<file path="src/verilog/permPkg.sv">
package permPkg;

    localparam int FUNC_BITS = 128;
    localparam int SUM_BITS = 48;
    localparam int COUNT_BITS = 13;
    localparam int PERM_COUNT = 6;

    typedef struct packed {
        logic [SUM_BITS-1:0] sum;
        logic [COUNT_BITS-1:0] count;
    } pcoeffResult;

    typedef enum logic [0:0] {
        stIdle,
        stEmitting
    } genState;

    // reorders variables 4, 5 and 6, index 0 is the identity.
    function automatic logic [FUNC_BITS-1:0] permuteVars(
        input logic [FUNC_BITS-1:0] f,
        input logic [2:0] permIdx
    );
        logic [2:0][2:0] img;
        logic [6:0] dst;
        logic [6:0] src;
        logic [FUNC_BITS-1:0] res;
        case (permIdx) // img[k] is the image of variable 4+k.
            3'd1: img = {3'd5, 3'd6, 3'd4};
            3'd2: img = {3'd6, 3'd4, 3'd5};
            3'd3: img = {3'd4, 3'd6, 3'd5};
            3'd4: img = {3'd5, 3'd4, 3'd6};
            3'd5: img = {3'd4, 3'd5, 3'd6};
            default: img = {3'd6, 3'd5, 3'd4};
        endcase
        for (int i = 0; i < FUNC_BITS; i++) begin
            dst = 7'(i);
            src = dst;
            for (int k = 0; k < 3; k++) begin
                src[img[k]] = dst[4 + k];
            end
            res[i] = f[src];
        end
        return res;
    endfunction

endpackage

</file>
<file path="src/verilog/fullPermutationPipeline.sv">
`timescale 1ns/1ps

module fullPermutationPipeline import permPkg::*; #(
    parameter int RESULT_LATENCY = 5
) (
    input  logic clk,
    input  logic arstN,

    input  logic [FUNC_BITS-1:0] top,

    input  logic [FUNC_BITS-1:0] bot,
    input  logic writeBot,
    output logic readyForInputBot,

    input  logic grabResults,
    output logic resultsAvailable,
    output pcoeffResult pcoeff
);

    logic [FUNC_BITS-1:0] permutedBot;
    logic permutedBotValid;
    logic batchDone;
    logic slowDownInput;
    logic grabNewResult;
    logic pipelineResultAvailable;
    pcoeffResult pipelineResult;

    permutationGenerator permGen (
        .clk(clk),
        .arstN(arstN),
        .inputBot(bot),
        .writeInputBot(writeBot),
        .hasSpaceForNextBot(readyForInputBot),
        .slowDown(slowDownInput),
        .outputBot(permutedBot),
        .outputBotValid(permutedBotValid),
        .botSeriesFinished(batchDone)
    );

    termPipeline #(.RESULT_LATENCY(RESULT_LATENCY)) computePipe (
        .clk(clk),
        .arstN(arstN),
        .top(top),
        .bot(permutedBot),
        .isBotValid(permutedBotValid),
        .batchDone(batchDone),
        .slowDownInput(slowDownInput),
        .grabResults(grabNewResult),
        .resultsAvailable(pipelineResultAvailable),
        .result(pipelineResult)
    );

    // both sides must use the same latency.
    resultStage #(.RESULT_LATENCY(RESULT_LATENCY)) outStage (
        .clk(clk),
        .arstN(arstN),
        .pipelineResultAvailable(pipelineResultAvailable),
        .pipelineResult(pipelineResult),
        .grabNewResult(grabNewResult),
        .grabResults(grabResults),
        .resultsAvailable(resultsAvailable),
        .data(pcoeff)
    );

endmodule

</file>
<file path="src/verilog/permutationGenerator.sv">
`timescale 1ns/1ps

module permutationGenerator import permPkg::*; (
    input  logic clk,
    input  logic arstN,

    input  logic [FUNC_BITS-1:0] inputBot,
    input  logic writeInputBot,
    output logic hasSpaceForNextBot,

    input  logic slowDown,
    output logic [FUNC_BITS-1:0] outputBot,
    output logic outputBotValid,
    output logic botSeriesFinished
);

    localparam logic [2:0] LAST_PERM = 3'(PERM_COUNT - 1);

    genState state;
    logic [FUNC_BITS-1:0] storedBot;
    logic [2:0] permIdx;
    logic acceptBot;
    logic emitNow;
    logic isLastPerm;

    assign hasSpaceForNextBot = state == stIdle;
    assign acceptBot = writeInputBot && hasSpaceForNextBot;
    assign emitNow = (state == stEmitting) && !slowDown; // hold while pipeline is full.
    assign isLastPerm = permIdx == LAST_PERM;

    assign outputBot = permuteVars(storedBot, permIdx);
    assign outputBotValid = emitNow;
    assign botSeriesFinished = emitNow && isLastPerm;

    always_ff @(posedge clk or negedge arstN) begin
        if (!arstN) begin
            state <= stIdle;
            permIdx <= '0;
        end else begin
            case (state)
                stIdle: begin
                    if (acceptBot) begin
                        state <= stEmitting;
                        permIdx <= '0;
                    end
                end
                stEmitting: begin
                    if (emitNow) begin
                        if (isLastPerm) begin
                            state <= stIdle; // ready again next cycle.
                            permIdx <= '0;
                        end else begin
                            permIdx <= permIdx + 3'd1;
                        end
                    end
                end
                default: begin
                    state <= stIdle;
                    permIdx <= '0;
                end
            endcase
        end
    end

    // bot is only captured when idle.
    always_ff @(posedge clk) begin
        if (acceptBot) begin
            storedBot <= inputBot;
        end
    end

endmodule

</file>
<file path="src/verilog/resultStage.sv">
`timescale 1ns/1ps

module resultStage import permPkg::*; #(
    parameter int RESULT_LATENCY = 5
) (
    input  logic clk,
    input  logic arstN,

    input  logic pipelineResultAvailable,
    input  pcoeffResult pipelineResult,
    output logic grabNewResult,

    input  logic grabResults,
    output logic resultsAvailable,
    output pcoeffResult data
);

    localparam int SPACING = RESULT_LATENCY + 2;
    localparam int SPACE_BITS = $clog2(SPACING + 1);

    logic [SPACE_BITS-1:0] cyclesSinceGrab;
    logic [RESULT_LATENCY-1:0] grabDelay;
    logic spacingDone;
    logic grabInFlight;
    logic loadResult;
    logic hasData;

    assign spacingDone = cyclesSinceGrab == SPACE_BITS'(SPACING);
    assign grabInFlight = |grabDelay;
    assign loadResult = grabDelay[RESULT_LATENCY-1]; // pipeline result valid now.
    assign grabNewResult = !hasData && pipelineResultAvailable && !grabInFlight && spacingDone;

    always_ff @(posedge clk or negedge arstN) begin
        if (!arstN) begin
            cyclesSinceGrab <= SPACE_BITS'(SPACING);
            grabDelay <= '0;
            hasData <= 1'b0;
        end else begin
            if (grabNewResult) begin
                cyclesSinceGrab <= '0;
            end else if (!spacingDone) begin
                cyclesSinceGrab <= cyclesSinceGrab + 1'b1;
            end
            grabDelay[0] <= grabNewResult;
            for (int k = 1; k < RESULT_LATENCY; k++) begin
                grabDelay[k] <= grabDelay[k-1];
            end
            if (loadResult) begin
                hasData <= 1'b1;
            end else if (grabResults) begin
                hasData <= 1'b0; // caller took it.
            end
        end
    end

    always_ff @(posedge clk) begin
        if (loadResult) begin
            data <= pipelineResult;
        end
    end

    assign resultsAvailable = hasData;

endmodule

</file>
<file path="src/verilog/termPipeline.sv">
`timescale 1ns/1ps

module termPipeline import permPkg::*; #(
    parameter int RESULT_LATENCY = 5
) (
    input  logic clk,
    input  logic arstN,

    input  logic [FUNC_BITS-1:0] top,
    input  logic [FUNC_BITS-1:0] bot,
    input  logic isBotValid,
    input  logic batchDone,
    output logic slowDownInput,

    input  logic grabResults,
    output logic resultsAvailable,
    output pcoeffResult result
);

    localparam int ONES_BITS = $clog2(FUNC_BITS + 1);

    // stage 1 registers.
    logic s1Valid;
    logic s1Last;
    logic s1Subset;
    logic [FUNC_BITS-1:0] s1Rest;

    // stage 2 registers.
    logic s2Last;
    logic s2Hit;
    logic [ONES_BITS-1:0] s2Ones;

    logic [ONES_BITS-1:0] onesCount;
    logic [SUM_BITS-1:0] accSum;
    logic [COUNT_BITS-1:0] accCount;
    logic [SUM_BITS-1:0] sumNext;
    logic [COUNT_BITS-1:0] countNext;

    logic bufFull;
    pcoeffResult resultBuf;
    pcoeffResult [RESULT_LATENCY-1:0] resultChain;

    always_ff @(posedge clk or negedge arstN) begin
        if (!arstN) begin
            s1Valid <= 1'b0;
            s1Last <= 1'b0;
            s2Last <= 1'b0;
        end else begin
            s1Valid <= isBotValid;
            s1Last <= isBotValid && batchDone;
            s2Last <= s1Valid && s1Last;
        end
    end

    always_ff @(posedge clk) begin
        s1Subset <= (bot & ~top) == '0;
        s1Rest <= top & ~bot;
    end

    always_comb begin
        onesCount = '0;
        for (int i = 0; i < FUNC_BITS; i++) begin
            onesCount = onesCount + ONES_BITS'(s1Rest[i]);
        end
    end

    // invalid or non-subset terms add nothing.
    always_ff @(posedge clk) begin
        s2Hit <= s1Valid && s1Subset;
        s2Ones <= (s1Valid && s1Subset) ? onesCount : '0;
    end

    assign sumNext = accSum + SUM_BITS'(s2Ones);
    assign countNext = accCount + COUNT_BITS'(s2Hit);

    always_ff @(posedge clk or negedge arstN) begin
        if (!arstN) begin
            accSum <= '0;
            accCount <= '0;
            bufFull <= 1'b0;
        end else if (s2Last) begin
            accSum <= '0; // next batch starts from zero.
            accCount <= '0;
            bufFull <= 1'b1;
        end else begin
            accSum <= sumNext;
            accCount <= countNext;
            if (grabResults) begin
                bufFull <= 1'b0;
            end
        end
    end

    always_ff @(posedge clk) begin
        if (s2Last) begin
            resultBuf.sum <= sumNext;
            resultBuf.count <= countNext;
        end
    end

    // fixed-latency fetch path.
    always_ff @(posedge clk) begin
        if (grabResults) begin
            resultChain[0] <= resultBuf;
        end
        for (int k = 1; k < RESULT_LATENCY; k++) begin
            resultChain[k] <= resultChain[k-1];
        end
    end

    assign slowDownInput = bufFull;
    assign resultsAvailable = bufFull;
    assign result = resultChain[RESULT_LATENCY-1];

endmodule
</file>
<file path="config.mk">
export PLATFORM = sky130hd
export DESIGN_NAME = fullPermutationPipeline
export DESIGN_NICKNAME = d
export VERILOG_FILES = /design/src/verilog/permPkg.sv /design/src/verilog/fullPermutationPipeline.sv /design/src/verilog/permutationGenerator.sv /design/src/verilog/resultStage.sv /design/src/verilog/termPipeline.sv
export SDC_FILE = /design/constraint.sdc
export NUM_CORES = 1
export LEC_CHECK = 0
export BUFFER_PORTS_ARGS = -buffer_cell sky130_fd_sc_hd__buf_2
export CAP_MARGIN = 20
export CORE_MARGIN = 3
export CORE_UTILIZATION = 50
export DETAILED_ROUTE_END_ITERATION = 10
export PLACE_DENSITY = 0.66
export SYNTH_ARGS = -nofsm -noshare
export SYNTH_HDL_FRONTEND = slang
export SYNTH_SLANG_ARGS = --single-unit
</file>
<file path="constraint.sdc">
create_clock -name clk -period 8.6 [get_ports clk]
set_input_delay 0.86 -clock clk [delete_from_list [all_inputs] [get_ports clk]]
set_output_delay 0.86 -clock clk [all_outputs]
set_load 0.03 [all_outputs]
</file>
* After elaboration in Yosys (flattened, before gate mapping)
Index checks and enable logic that the tools add are counted.
W data, S select, Z words.
** Storage, ports and cells
- Register bits after elaboration :: 771
- Output and inout port bits :: 63
** Operators by class
- Add/subtract/negate cells :: 131
- $lt $le $gt $ge :: 132
- Equal/unequal tests :: 9
- Mux-type cells :: 275
- Bitwise logic cells :: 322
- Reduce and logical (&&, ||, !) cells :: 20
** Operators by type and width (count)
- $add A8 B1 Y8 :: 126
- $lt A7 B8 Y1 const B :: 126
- $bmux W1 S7 :: 126
- $and A7 B7 Y7 :: 111
- $or A7 B7 Y7 :: 110
- $and A128 B128 Y128 :: 2
- $not A128 Y128 :: 2
- $mux W1 :: 136
- $logic_not A128 Y1 :: 1
- $or A6 B7 Y7 :: 16
- $not A3 Y3 :: 20
- $not A4 Y4 :: 15
- $and A4 B7 Y7 :: 8
- $add A48 B8 Y48 :: 1
- $mux W48 :: 1
- $pmux W8 S5 :: 1
- $not A2 Y2 :: 15
- $not A5 Y5 :: 6
- $and A3 B7 Y7 :: 4
- $mux W3 :: 5
- $and A2 B7 Y7 :: 2
- $not A7 Y7 :: 2
- $add A13 B1 Y13 :: 1
- $mux W13 :: 1
- other kinds (20) :: 51

* Longest topological paths before layout
- Depth after elaboration :: 127
- Gate-level depth with buffers :: 27
- Depth with buffers taken out :: 27

* Modules after synthesis
A second synthesis with hierarchy kept.
** Unflattened totals
- Cell total of the unflattened synthesis :: 2981
- Area, all modules :: 33906.3 um^2
** By module, submodules not included
- termPipeline :: instances 1, cells an instance 1623, area an instance 20825.0 um^2, seq. area each 12937.4 um^2
- permutationGenerator :: instances 1, cells an instance 1273, area an instance 10904.2 um^2, seq. area each 3943.8 um^2
- resultStage :: instances 1, cells an instance 85, area an instance 2177.1 um^2, seq. area each 2060.7 um^2

* Worst setup path before layout
No wires, ideal clock.
- Kind :: register -> register
- Start point :: register computePipe.s1Rest[0]
- End point :: register computePipe.s2Ones[6]
- Setup time :: 0.123 ns
- Arrival :: 7.173 ns
- Required time :: 8.477 ns
- Path slack :: 1.304 ns
- Cell stages (with the launch flop) :: 22
- Path buffers :: 0
- Period minus slack after synthesis :: 7.296 ns
- Path through :: dfxtp_1 > ha_1 > inv_1 > fa_1 > fa_1 > fa_1 > fa_1 > fa_1 > fa_1 > fa_1 > fa_1 > fa_1 > fa_1 > fa_1 > fa_1 > nor2b_1 > o21ai_0 > nand2b_1 > a21o_1 > a21oi_1 > xor2_1 > nor2_1
** Between the ends
- Cells in the longest elaborated chain, start to end :: 127
** RTL lines
- from (decl) :: line termPipeline.sv:26 : logic [FUNC_BITS-1:0] s1Rest;
- from (signal assigned) :: line termPipeline.sv:57 : s1Rest <= top & ~bot;
- $add A1 B1 Y2 :: line termPipeline.sv:63 : onesCount = onesCount + ONES_BITS'(s1Rest[i]);
- $add A8 B1 Y8 (126 in a row) :: line termPipeline.sv:63
- to (signal assigned) :: line termPipeline.sv:70 : s2Ones <= (s1Valid && s1Subset) ? onesCount : '0;
- to (decl) :: line termPipeline.sv:31 : logic [ONES_BITS-1:0] s2Ones;
Every way passes these cells.
A chain may end at the register's enable or synchronous reset.

* Final worst setup path
- Start point :: register computePipe.s1Rest[1]
- End point :: register computePipe.s2Ones[6]
Same word-level chain as after synthesis.

==> run metrics <==
status finished clean; Hold Buf Count CTS 0; Cell Rows 91; CP delay by family, top adder cells; detailed-route DRC error count 0; vias in the first global route 21192; Worst Max-Slew Pin Slew 1.14 ns; CTS tree built; CP endpoint kind flip-flop; reg2reg path depth 21; R2R Setup Slk 0.88 ns; CP peak stage delay 0.56 ns; critical path class flip-flop to flip-flop; dpl cell area approximately 34000 sq um; Num CTS Buffers 78; Most Frequent Cell on Critical Path fa_1; clock slew at reported path FFs 0.06 ns; most common cell after layout, fill and taps aside dfxtp_1; FF-to-FF End computePipe.s2Ones[6]$_SDFF_PN0_; M1 GR Usage 43.2%; post-DP HPWL 79.3 mm; global routing's busiest layer met2; Slew headroom 23.2%; Crit path arrival time 8.22 ns; ys async rst share 10.1%; met3 Resource Use GR 5.73%; RePlAce Congestion between 1 and 1.5; Max Cap Viol 0; clock skew 0.0652 ns; post-CTS setup buffers 0; Die Y-Extent 258 um; DIE AREA 66400 sq um; initial core utilization about half; PostCTS Resize Cnt 0; CP Launch Type flip-flop; Yosys cell types 86; Tmin final 7.72 ns; final WL 101 mm; number of clock sinks about 770; Post-Syn Area ~32000 sq um; Final Hold Violating Endpoints 0; Synth Warn # 0; TNS Setup 0 ns; first-pass GRT wire length 144 mm; met2 Usage GRT 46.4%; I/O pins 323; Vias 21033; instance count on the critical path 21; vias per std cell 5.73; max-slew violation count 0; design area 37200 sq um; Post-DRT Antenna Nets 0; CP Cell Sequence ha_1 > inv_1 > fa_1 > fa_1 > fa_1 > fa_1 > fa_1 > fa_1 > fa_1 > fa_1 > fa_1 > fa_1 > fa_1 > fa_1 > nor2b_1 > o21ai_0 > nand2b_1 > a21o_1 > a21oi_1 > xor2_1 > nor2_1; DRT Pass-1 Iters 6; final core occ 59.9%; synthesis-stage register bit count 771; Die Width 258 um; Synth Area per Inst 13.2 sq um; ys flop type dfxtp_1; grt total ovfl 0; HP Class input port to async pin; syn_nets 2826; area grow syn2layout 17.5%; FMAX 0.130 GHz; CP bufs+invs 1; pin count of the biggest net entering global routing 96; # setup viols final 0; # H-tree levels 3; crit path launch computePipe.s1Rest[1]$_DFF_P_; CP required 9.10 ns; Final Cycle Share 89.7%; Buffers on Ports 322; sequential-to-total area share from yosys stat roughly 60%; Worst Setup EP computePipe.s2Ones[6]$_SDFF_PN0_; share of cells above drive strength 1 22.7%; CTS Root Cell clkbuf_16; unrepaired setup endpoints after global routing false; Worst R2R Start computePipe.s1Rest[1]$_DFF_P_; CORE AREA 62200 sq um; Final nets around 3200; Cells after Synth 2409; slowest CP cell fa_1; initial antenna violation count 19; clk_lat worst skew 0.66 ns; clk buf depth 3; EDFF count, synth around 310; WL/cell 27.5 um; most frequent cells in the layout dfxtp_1 (382), buf_2 (321), edfxtp_1 (311); critical path fanouts, max 2; initial drt markers 2344; Total Routing Usage GR 30.4%
[worst register-to-register path, stage by stage, from the launching register on]
cell	delay [ns]
dfxtp_1	0.30
ha_1	0.26
inv_1	0.05
fa_1	0.52
fa_1	0.53
fa_1	0.55
fa_1	0.56
fa_1	0.54
fa_1	0.54
fa_1	0.53
fa_1	0.53
fa_1	0.52
fa_1	0.52
fa_1	0.49
fa_1	0.39
nor2b_1	0.15
o21ai_0	0.09
nand2b_1	0.11
a21o_1	0.13
a21oi_1	0.07
xor2_1	0.14
nor2_1	0.05
[cell families (layout without fill, tap and decap cells)]
kind of cell	count (synthesis)	count (layout)	synth area share [%]
DFF	771	771	59.8
adders and majority gates	157	157	8.95
and+or+nand+nor	600	600	9.78
AOI/OAI and AO/OA	303	303	6.98
xor gates and xnor gates	45	45	1.36
other	0	7	0
muxes	183	183	8.80
buffers and inverters	350	765	4.35
[routing by layer]
| layer | wire length, um | up-vias |
|---|---|---|
| met3 | 8480 | 201 |
| met5 | 16 | - |
| met4 | 4280 | 2 |
| li1 | - | 9179 |
| met1 | 42800 | 10575 |
| met2 | 45400 | 1076 |
[flip-flops by register name, summed over array words and instances, names as in the netlist]
signal	flops
computePipe.s2Hit	1
computePipe.result	61
computePipe.accCount	13
computePipe.s2Last	1
permGen.storedBot	128
computePipe.s1Subset	1
outStage.cyclesSinceGrab	3
computePipe.resultBuf	61
outStage.resultsAvailable	1
computePipe.s1Valid	1
computePipe.s1Last	1
outStage.grabDelay	5
permGen.state	1
computePipe.s1Rest	128
outStage.data	61
computePipe.resultChain	244
computePipe.s2Ones	8
computePipe.resultsAvailable	1
permGen.permIdx	3
computePipe.accSum	48
[cells in the mapped netlist (all sizes together), types with 46 or more instances]
cell type,number,area (sq um)
a21oi,48,255
clkbuf,50,188
dfrtp,75,1880
dfxtp,382,7650
edfxtp,311,9340
fa,116,2320
inv,258,968
mux2i,76,761
mux4,73,1640
nand2,145,544
nor2,116,435
nor2b,103,644
o21ai,46,238
[worst min-delay path by stage]
stage	start	cells past startpoint	slack, ns	end
2_1_floorplan	computePipe.resultChain[61]$_DFF_P_	0	0.31	computePipe.resultChain[122]$_DFF_P_
3_3_place_gp	computePipe.resultChain[140]$_DFF_P_	0	0.31	computePipe.resultChain[201]$_DFF_P_
3_5_place_dp	computePipe.resultChain[62]$_DFF_P_	0	0.31	computePipe.resultChain[123]$_DFF_P_
4_1_cts	arstN	1	0.06	computePipe.accCount[12]$_DFF_PN0_
5_1_grt	arstN	1	0.08	computePipe.accCount[12]$_DFF_PN0_
6_report	arstN	1	0.08	computePipe.accCount[12]$_DFF_PN0_
[cell type report]
type	instances	area, sq um
Antenna cell	7	17.5
Clock buffer	112	2410
Clock inverter	34	498
Fill cell	4938	24900
Inverter	258	968
Multi-Input combinational cell	1288	11400
Sequential cell	771	18900
Tap cell	837	1050
Timing Repair Buffer	361	1910
[through the flow]
step           instances  hold slack [ns]  setup WS [ns]
2_1_floorplan       2409            0.310           1.30
3_3_place_gp        3513            0.310           1.06
3_5_place_dp        3513            0.312          0.886
4_1_cts             3659           0.0614          0.868
5_1_grt             3665           0.0806          0.545
6_report            3668           0.0844          0.882
Power is not shown: default switching activity piles up to over one toggle a cycle in this logic, so the estimate is an artifact.
